<file path="src/hdl/eth_tx_pkg.sv">
package eth_tx_pkg;

    typedef logic [7:0]  byte_t;
    typedef logic [47:0] mac_addr_t;
    typedef logic [31:0] ip_addr_t;
    typedef logic [15:0] port_t;
    typedef logic [15:0] len_t;
    typedef logic [5:0]  hdr_idx_t;

    // frame layout
    localparam int HDR_BYTES      = 42;   // mac 14 + ip 20 + udp 8
    localparam int PREAMBLE_BYTES = 7;
    localparam byte_t PREAMBLE_OCTET = 8'h55;
    localparam byte_t SFD         = 8'hD5;
    localparam int MIN_PAYLOAD    = 18;   // 46 byte ethernet minimum less ip/udp headers
    localparam int FCS_BYTES      = 4;

    // protocol fields
    localparam logic [15:0] ETH_TYPE_IP = 16'h0800;
    localparam byte_t IP_VER_IHL        = 8'h45;
    localparam logic [15:0] IP_FLAGS_DF = 16'h4000;
    localparam byte_t IP_TTL            = 8'd64;
    localparam byte_t IP_PROTO_UDP      = 8'h11;
    localparam int IP_HDR_BYTES         = 20;
    localparam int UDP_HDR_BYTES        = 8;

    localparam logic [31:0] CRC32_POLY = 32'hEDB88320;   // 0x04C11DB7 reflected

    // payload buffer
    localparam int FIFO_DEPTH = 256;
    localparam int FIFO_AW    = 8;

endpackage

</file>
<file path="src/hdl/hdr_if.sv">
interface hdr_if;

    logic                 hdr_start;   // one cycle, from sequencer
    logic                 hdr_ready;   // level, header stable
    eth_tx_pkg::hdr_idx_t hdr_idx;
    eth_tx_pkg::byte_t    hdr_byte;

    modport builder (
        input  hdr_start,
        input  hdr_idx,
        output hdr_ready,
        output hdr_byte
    );

    modport sequencer (
        output hdr_start,
        output hdr_idx,
        input  hdr_ready,
        input  hdr_byte
    );

endinterface

</file>
<file path="src/hdl/payload_fifo.sv">
module payload_fifo (
    input  logic              clk,
    input  logic              rst,

    input  logic              wr_en,
    input  eth_tx_pkg::byte_t wr_data,
    output logic              full,

    input  logic              rd_en,
    output eth_tx_pkg::byte_t rd_data,
    output logic              empty
);

    eth_tx_pkg::byte_t mem [eth_tx_pkg::FIFO_DEPTH];

    logic [eth_tx_pkg::FIFO_AW:0] wr_ptr;   // top bit is the wrap flag
    logic [eth_tx_pkg::FIFO_AW:0] rd_ptr;
    logic                         wr_ok;
    logic                         rd_ok;

    assign full  = (wr_ptr[eth_tx_pkg::FIFO_AW] != rd_ptr[eth_tx_pkg::FIFO_AW]) &&
                   (wr_ptr[eth_tx_pkg::FIFO_AW-1:0] == rd_ptr[eth_tx_pkg::FIFO_AW-1:0]);
    assign empty = (wr_ptr == rd_ptr);

    assign wr_ok = wr_en && !full;   // drop writes when full
    assign rd_ok = rd_en && !empty;

    always_ff @(posedge clk) begin
        if (rst) begin
            wr_ptr <= '0;
            rd_ptr <= '0;
        end else begin
            if (wr_ok)
                wr_ptr <= wr_ptr + 1'b1;
            if (rd_ok)
                rd_ptr <= rd_ptr + 1'b1;
        end
    end

    always_ff @(posedge clk) begin
        if (wr_ok)
            mem[wr_ptr[eth_tx_pkg::FIFO_AW-1:0]] <= wr_data;
        if (rd_ok)
            rd_data <= mem[rd_ptr[eth_tx_pkg::FIFO_AW-1:0]];   // valid next cycle
    end

    a_no_read_empty: assert property (
        @(posedge clk) disable iff (rst) rd_en |-> !empty
    ) else $error("payload_fifo read while empty");

    a_full_write_dropped: assert property (
        @(posedge clk) disable iff (rst) (wr_en && full && !rd_en) |=> full
    ) else $error("payload_fifo write while full changed the fill level");

endmodule

</file>
<file path="src/hdl/hdr_builder.sv">
module hdr_builder (
    input  logic                  clk,
    input  logic                  rst,

    hdr_if.builder                hdr,

    input  eth_tx_pkg::mac_addr_t src_mac_addr,
    input  eth_tx_pkg::mac_addr_t det_mac_addr,
    input  eth_tx_pkg::ip_addr_t  src_ip_addr,
    input  eth_tx_pkg::ip_addr_t  det_ip_addr,
    input  eth_tx_pkg::port_t     src_ip_port,
    input  eth_tx_pkg::port_t     det_ip_port,

    input  eth_tx_pkg::len_t      data_len
);

    typedef enum logic [1:0] {ST_IDLE, ST_SUM, ST_FOLD, ST_DONE} state_t;

    state_t                state;

    eth_tx_pkg::mac_addr_t src_mac;
    eth_tx_pkg::mac_addr_t det_mac;
    eth_tx_pkg::ip_addr_t  src_ip;
    eth_tx_pkg::ip_addr_t  det_ip;
    eth_tx_pkg::port_t     src_port;
    eth_tx_pkg::port_t     det_port;
    eth_tx_pkg::len_t      len;

    eth_tx_pkg::len_t      ip_len;
    eth_tx_pkg::len_t      udp_len;
    logic [19:0]           sum;     // ten words fit in 20 bits
    logic [15:0]           csum;
    logic [eth_tx_pkg::HDR_BYTES*8-1:0] hdr_vec;

    assign ip_len  = len + 16'(eth_tx_pkg::IP_HDR_BYTES + eth_tx_pkg::UDP_HDR_BYTES);
    assign udp_len = len + 16'(eth_tx_pkg::UDP_HDR_BYTES);

    always_ff @(posedge clk) begin
        if (hdr.hdr_start) begin
            src_mac  <= src_mac_addr;
            det_mac  <= det_mac_addr;
            src_ip   <= src_ip_addr;
            det_ip   <= det_ip_addr;
            src_port <= src_ip_port;
            det_port <= det_ip_port;
            len      <= data_len;
        end
    end

    always_ff @(posedge clk) begin
        if (rst) begin
            state         <= ST_IDLE;
            hdr.hdr_ready <= 1'b0;
        end else begin
            case (state)
                ST_IDLE: begin
                    if (hdr.hdr_start) begin
                        hdr.hdr_ready <= 1'b0;
                        state         <= ST_SUM;
                    end
                end
                ST_SUM:  state <= ST_FOLD;
                ST_FOLD: state <= ST_DONE;
                default: begin
                    hdr.hdr_ready <= 1'b1;
                    state         <= ST_IDLE;
                end
            endcase
        end
    end

    // checksum datapath, id and checksum words are zero
    always_ff @(posedge clk) begin
        case (state)
            ST_SUM:  sum <= 20'({eth_tx_pkg::IP_VER_IHL, 8'h00}) + 20'(ip_len) +
                            20'(eth_tx_pkg::IP_FLAGS_DF) +
                            20'({eth_tx_pkg::IP_TTL, eth_tx_pkg::IP_PROTO_UDP}) +
                            20'(src_ip[31:16]) + 20'(src_ip[15:0]) +
                            20'(det_ip[31:16]) + 20'(det_ip[15:0]);
            ST_FOLD: sum <= 20'(sum[15:0]) + 20'(sum[19:16]);
            ST_DONE: csum <= ~(sum[15:0] + 16'(sum[16]));   // last carry and invert
            default: ;
        endcase
    end

    assign hdr_vec = {det_mac, src_mac, eth_tx_pkg::ETH_TYPE_IP,
                      eth_tx_pkg::IP_VER_IHL, 8'h00, ip_len, 16'h0000,
                      eth_tx_pkg::IP_FLAGS_DF, eth_tx_pkg::IP_TTL, eth_tx_pkg::IP_PROTO_UDP,
                      csum, src_ip, det_ip,
                      src_port, det_port, udp_len, 16'h0000};

    // byte 0 is the msb of the vector
    assign hdr.hdr_byte = (hdr.hdr_idx < eth_tx_pkg::HDR_BYTES) ?
        hdr_vec[(eth_tx_pkg::HDR_BYTES - 1 - int'(hdr.hdr_idx)) * 8 +: 8] : 8'h00;

    a_no_start_busy: assert property (
        @(posedge clk) disable iff (rst) (state != ST_IDLE) |-> !hdr.hdr_start
    ) else $error("hdr_start while checksum in progress");

endmodule

</file>
<file path="src/hdl/crc32.sv">
module crc32 (
    input  logic              clk,
    input  logic              rst,
    input  logic              init,
    input  logic              enable,
    input  eth_tx_pkg::byte_t din,
    output logic [31:0]       crc
);

    logic [31:0] crc_reg;
    logic [31:0] crc_next;

    // lsb first, one bit per step
    always_comb begin
        crc_next = crc_reg;
        for (int i = 0; i < 8; i++) begin
            if (crc_next[0] ^ din[i])
                crc_next = (crc_next >> 1) ^ eth_tx_pkg::CRC32_POLY;
            else
                crc_next = crc_next >> 1;
        end
    end

    always_ff @(posedge clk) begin
        if (rst || init)
            crc_reg <= '1;
        else if (enable)
            crc_reg <= crc_next;
    end

    assign crc = ~crc_reg;   // byte 0 goes out first

endmodule

</file>
<file path="src/hdl/frame_tx.sv">
module frame_tx (
    input  logic              clk,
    input  logic              rst,

    input  logic              fs,
    output logic              fd,
    input  eth_tx_pkg::len_t  data_len,

    hdr_if.sequencer          hdr,

    output logic              rd_en,
    input  eth_tx_pkg::byte_t rd_data,
    input  logic              empty,

    output eth_tx_pkg::byte_t txd,
    output logic              txen
);

    typedef enum logic [2:0] {
        ST_IDLE, ST_WAIT_HDR, ST_PREAMBLE, ST_HEADER,
        ST_PAYLOAD, ST_PAD, ST_FCS, ST_DONE
    } state_t;

    state_t           state;
    eth_tx_pkg::len_t len;
    eth_tx_pkg::len_t cnt;     // byte index within current section
    logic             crc_init;
    logic             crc_en;
    logic [31:0]      crc;

    always_ff @(posedge clk) begin
        if (state == ST_IDLE && fs)
            len <= data_len;
    end

    always_ff @(posedge clk) begin
        if (rst) begin
            state <= ST_IDLE;
            cnt   <= '0;
        end else begin
            cnt <= cnt + 1'b1;
            case (state)
                ST_IDLE: begin
                    cnt <= '0;
                    if (fs)
                        state <= ST_WAIT_HDR;
                end
                ST_WAIT_HDR: begin
                    cnt <= '0;
                    if (hdr.hdr_ready)
                        state <= ST_PREAMBLE;
                end
                ST_PREAMBLE: begin
                    if (cnt == eth_tx_pkg::PREAMBLE_BYTES) begin   // sfd slot
                        state <= ST_HEADER;
                        cnt   <= '0;
                    end
                end
                ST_HEADER: begin
                    if (cnt == eth_tx_pkg::HDR_BYTES - 1) begin
                        state <= ST_PAYLOAD;
                        cnt   <= '0;
                    end
                end
                ST_PAYLOAD: begin
                    if (cnt == len - 1'b1) begin
                        if (len < eth_tx_pkg::MIN_PAYLOAD) begin
                            state <= ST_PAD;   // cnt keeps counting
                        end else begin
                            state <= ST_FCS;
                            cnt   <= '0;
                        end
                    end
                end
                ST_PAD: begin
                    if (cnt == eth_tx_pkg::MIN_PAYLOAD - 1) begin
                        state <= ST_FCS;
                        cnt   <= '0;
                    end
                end
                ST_FCS: begin
                    if (cnt == eth_tx_pkg::FCS_BYTES - 1)
                        state <= ST_DONE;
                end
                default: state <= ST_IDLE;
            endcase
        end
    end

    always_comb begin
        case (state)
            ST_PREAMBLE: txd = (cnt < eth_tx_pkg::PREAMBLE_BYTES) ?
                               eth_tx_pkg::PREAMBLE_OCTET : eth_tx_pkg::SFD;
            ST_HEADER:   txd = hdr.hdr_byte;
            ST_PAYLOAD:  txd = rd_data;
            ST_FCS:      txd = crc[{cnt[1:0], 3'b000} +: 8];
            default:     txd = 8'h00;   // padding
        endcase
    end

    assign txen = state inside {ST_PREAMBLE, ST_HEADER, ST_PAYLOAD, ST_PAD, ST_FCS};
    assign fd   = (state == ST_DONE);

    assign hdr.hdr_start = (state == ST_IDLE) && fs;   // fields sampled with fs
    assign hdr.hdr_idx   = cnt[5:0];

    // prefetch so rd_data lands with the byte slot
    assign rd_en = ((state == ST_HEADER) && (cnt == eth_tx_pkg::HDR_BYTES - 1)) ||
                   ((state == ST_PAYLOAD) && (cnt < len - 1'b1));

    assign crc_init = (state == ST_PREAMBLE);
    assign crc_en   = state inside {ST_HEADER, ST_PAYLOAD, ST_PAD};

    crc32
    crc32_dut(
        .clk(clk),
        .rst(rst),
        .init(crc_init),
        .enable(crc_en),
        .din(txd),
        .crc(crc)
    );

    a_txen_whole_frame: assert property (
        @(posedge clk) disable iff (rst) $fell(txen) |-> fd
    ) else $error("txen dropped before end of frame");

    a_no_underrun: assert property (
        @(posedge clk) disable iff (rst) rd_en |-> !empty
    ) else $error("payload fifo underrun");

endmodule

</file>
<file path="src/hdl/udp_tx_top.sv">
module udp_tx_top (
    input  logic                  clk,
    input  logic                  rst,

    input  logic                  fs,
    output logic                  fd,

    input  eth_tx_pkg::mac_addr_t src_mac_addr,
    input  eth_tx_pkg::mac_addr_t det_mac_addr,
    input  eth_tx_pkg::ip_addr_t  src_ip_addr,
    input  eth_tx_pkg::ip_addr_t  det_ip_addr,
    input  eth_tx_pkg::port_t     src_ip_port,
    input  eth_tx_pkg::port_t     det_ip_port,

    input  eth_tx_pkg::len_t      data_len,

    input  logic                  wr_en,
    input  eth_tx_pkg::byte_t     wr_data,
    output logic                  full,

    output eth_tx_pkg::byte_t     txd,
    output logic                  txen
);

    logic              rd_en;
    eth_tx_pkg::byte_t rd_data;
    logic              empty;

    hdr_if hdr();

    payload_fifo
    payload_fifo_dut(
        .clk(clk),
        .rst(rst),
        .wr_en(wr_en),
        .wr_data(wr_data),
        .full(full),
        .rd_en(rd_en),
        .rd_data(rd_data),
        .empty(empty)
    );

    hdr_builder
    hdr_builder_dut(
        .clk(clk),
        .rst(rst),
        .hdr(hdr.builder),
        .src_mac_addr(src_mac_addr),
        .det_mac_addr(det_mac_addr),
        .src_ip_addr(src_ip_addr),
        .det_ip_addr(det_ip_addr),
        .src_ip_port(src_ip_port),
        .det_ip_port(det_ip_port),   // real destination port
        .data_len(data_len)
    );

    frame_tx
    frame_tx_dut(
        .clk(clk),
        .rst(rst),
        .fs(fs),
        .fd(fd),
        .data_len(data_len),
        .hdr(hdr.sequencer),
        .rd_en(rd_en),
        .rd_data(rd_data),
        .empty(empty),
        .txd(txd),
        .txen(txen)
    );

endmodule

</file>
<file path="config.mk">
export PLATFORM = sky130hd
export DESIGN_NAME = udp_tx_top
export DESIGN_NICKNAME = d
export VERILOG_FILES = /design/src/hdl/eth_tx_pkg.sv /design/src/hdl/hdr_if.sv /design/src/hdl/payload_fifo.sv /design/src/hdl/hdr_builder.sv /design/src/hdl/crc32.sv /design/src/hdl/frame_tx.sv /design/src/hdl/udp_tx_top.sv
export SDC_FILE = /design/constraint.sdc
export NUM_CORES = 2
export LEC_CHECK = 0
export ABC_AREA = 1
export BUFFER_PORTS_ARGS = -buffer_cell sky130_fd_sc_hd__clkbuf_2
export CAP_MARGIN = 25
export CELL_PAD_IN_SITES_DETAIL_PLACEMENT = 0
export CELL_PAD_IN_SITES_GLOBAL_PLACEMENT = 1
export CORE_ASPECT_RATIO = 1.4
export CORE_MARGIN = 4
export CORE_UTILIZATION = 58
export CTS_BUF_LIST = sky130_fd_sc_hd__clkbuf_4 sky130_fd_sc_hd__clkbuf_8
export DETAILED_ROUTE_END_ITERATION = 8
export PLACE_DENSITY = 0.95
export SLEW_MARGIN = 25
export SYNTH_ARGS = -nofsm -noshare
export SYNTH_HDL_FRONTEND = slang
export SYNTH_SLANG_ARGS = --single-unit
</file>
<file path="constraint.sdc">
create_clock -name clk -period 64.2 [get_ports clk]
set_input_delay 12.84 -clock clk [delete_from_list [all_inputs] [get_ports clk]]
set_output_delay 12.84 -clock clk [all_outputs]
set_load 0.005 [all_outputs]
</file>
==> out/summary.txt <==
RSZ-0062 raised after global routing -> false
Root Driver -> clkbuf_8
Initial antenna violation count -> 8
Most frequent cell after synthesis -> edfxtp_1
Post-synthesis register bit count -> 2371
Synth top area share -> 0.693
Layout cells sized above 1 -> 0.106
Sw Ratio -> 0.289
DIE WIDTH -> 358 um
Post-synth top area cell -> edfxtp_1
Max-Cap Viols -> 0
Seq pwr share -> 0.493
First-pass GRT wire length -> 416 mm
Mapped Nets -> 8583
Req. time, crit path -> 51360 ps
Post-DP HPWL -> 170 mm
Synth warnings -> 0
CTS max path bufs -> 4
Comb pwr share -> 0.186
Rows -> 179
Critical path capture point type -> output pin
Via Count -> 69996
Hold Vio Cnt, Final -> 0
Class of the worst hold path -> flip-flop to flip-flop
Layout net count -> 8714
Cts hold-fix bufs -> 0
Vias in the first global route -> 67541
Synthesized area per cell -> 12.1 sq um
Power per cell area -> 33.9 nW/um^2
Worst-path clk slew -> 60 ps
# DRC -> 0
Final ANT Viol Nets -> 0
Clock power share -> 0.321
Htree depth -> 5
Post-CTS Resized -> 0
Max VDD drop -> 44.6 uV
Die ar. -> 179000 sq um
Tmin final -> 17740 ps
Lkg Pwr -> 37.2 nW
Max FFs per register -> 2048
Pre-Repair DR Iteration Count -> 9
Die Y -> 498 um
Gp weighted congestion -> 1.02
Largest net degree at the start of global routing -> 228
Avg Vias per Cell -> 6.42
Internal power -> 2.63 mW
Synth area leaders -> edfxtp_1, o21ai_0, nor2_1
Final Setup Violations -> 0
Sequential fraction of the synthesis area -> 0.707
Worst-path maximum fanout -> 90
Core ar. -> 170000 sq um
Dpl ws -> 47600 ps
Asr flop ratio synth -> 0
Final WL -> 283 mm
Clock skew -> 84.5 ps
Cell variety after synth -> 64
Worst Tran Pin Value -> 1180 ps
Fin worst setup slack -> 46460 ps
Outcome -> finished, final reports clean
Total congestion overflow -> 0
Top_reg_cell synth -> edfxtp_1
Fmax -> 56.4 MHz
Post-synth EDFFs -> 2299
GRT Util Overall -> 0.310
Net Switching -> 1.07 mW
Initial core utilization -> 0.585
Slew HR -> 0.215
Clk Latency, worst-skew pair -> 1070 ps
CTS sink cnt -> 2371
Port Buffer Count -> 230
Syn Inst Count -> 8241
Setup bufs post-CTS -> 0
Initial DRC Count -> 9845
Nature of the critical path startpoint -> flip-flop
Wire per inst -> 26.0 um
Kind of critical path -> flip-flop to output pin
CTS Buf Count -> 342
Synthesized area -> 99700 sq um
TritonCTS clock tree -> done
Area grow syn2layout -> 9.44%
Synth top cells by count -> edfxtp_1, nor2_1, o21ai_0, nand2_1, clkbuf_1
Fin crit share -> 0.276
Final Max Slew Viols -> 0
Critical Path AT -> 4900 ps
Setup TNS -> 0 ps
Boundary pin count -> 231
[kinds of logic (layout without fill, tap and decap cells)]
| logic type | Yosys count | after routing | synth area share |
|---|---|---|---|
| buffers and inverters | 835 | 1220 | 0.0329 |
| muxes | 4 | 4 | 0.000402 |
| AOI/OAI and AO/OA | 2014 | 2014 | 0.118 |
| adders and majority gates | 122 | 122 | 0.0190 |
| other | 0 | 8 | 0 |
| DFF | 2371 | 2371 | 0.707 |
| and+or+nand+nor | 2816 | 2816 | 0.116 |
| xor gates and xnor gates | 79 | 79 | 0.00702 |
[power by group through the flow]
| stage | Combinational [mW] | Sequential, mW | Clock, mW |
|---|---|---|---|
| finish | 0.687 | 1.82 | 1.18 |
| global route | 0.775 | 1.82 | 1.26 |
| CTS | 0.686 | 1.82 | 1.19 |
| detailed placement | 0.678 | 1.85 | 0 |
| global placement | 0.668 | 1.85 | 0 |
| floorplan | 0.482 | 1.85 | 0 |
[cells in the final DEF, fill, tap and decap left out, types with 49 or more instances in the layout]
master    netlist  routed
ha_1           73      73
buf_4           5      85
a21oi_1       191     191
nand4_1        49      49
nand3_1       445     442
nor2_1       1420    1416
o22ai_1       313     313
clkbuf_4        0      78
clkbuf_8        0     356
fa_1           49      49
dfxtp_1        72      67
o221ai_1      204     204
o21ai_0      1129    1129
inv_1         277     272
clkinv_2        0      54
xor2_1         68      68
clkinv_1        8      99
nand2_1       804     804
o211ai_1       80      80
clkbuf_2        0     222
edfxtp_1     2299    2299
[layout make-up]
cell class	count	area, sq um
fillers	12176	61400
clock inverters	172	1210
diodes	8	20.0
repair buffers	325	2050
multi-input cells	5035	25900
flip-flops and latches	2371	70500
inverters	297	1140
well taps	2262	2830
clock buffers	426	5380
[critical path: stages (launching register included)]
cell and delay [ps]:
dfxtp_2 640, buf_4 510, nor2_4 90, nand2_2 100
nand3_4 370, nand2_4 380, inv_4 350, nand2_1 180
nand3_1 90, nand2_1 90, nand2_1 50, nand2_1 100
inv_1 70, nand2_1 80, nand2_1 50, nand2_1 80
nand2_1 110, nand2_1 190, nand2_1 120, clkbuf_2 140
[path summary, 6_finish.rpt]
check / startpoint / endpoint / slack [ps] / depth (start not counted)
max: frame_tx_dut.cnt[1] / txd[4] / 46460 / 19
min: payload_fifo_dut.rd_ptr[8] / payload_fifo_dut.rd_ptr[8] / 480 / 2
max reg2reg: frame_tx_dut.len[3] / hdr_builder_dut.sum[18] / 57840 / 27
min reg2reg: payload_fifo_dut.rd_ptr[8] / payload_fifo_dut.rd_ptr[8] / 480 / 2
[routing by layer]
| metal | track usage | share of wire | up-vias | routed length [um] |
|---|---|---|---|---|
| met2 | 0.500 | 0.48 | 4997 | 136000 |
| li1 | - | - | 30451 | - |
| met1 | 0.384 | 0.34 | 33639 | 95900 |
| met4 | 0.202 | 0.072 | 8 | 20300 |
| met5 | 0 | 0.00018 | - | 50 |
| met3 | 0.0590 | 0.11 | 901 | 31400 |
[metrics by stage]
step                power, mW  area [sq um]  hold WS, ps  utilization  cells
global route             3.86        109000          528        0.640  10889
floorplan                2.34         99700          453            -   8241
global placement         2.52        102000          470        0.601  10289
detailed placement       2.53        102000          472        0.601  10290
finish                   3.69        109000          482        0.640  10896
CTS                      3.70        109000          480        0.640  10888
No activity file was read; power rests on OpenSTA's default activity.
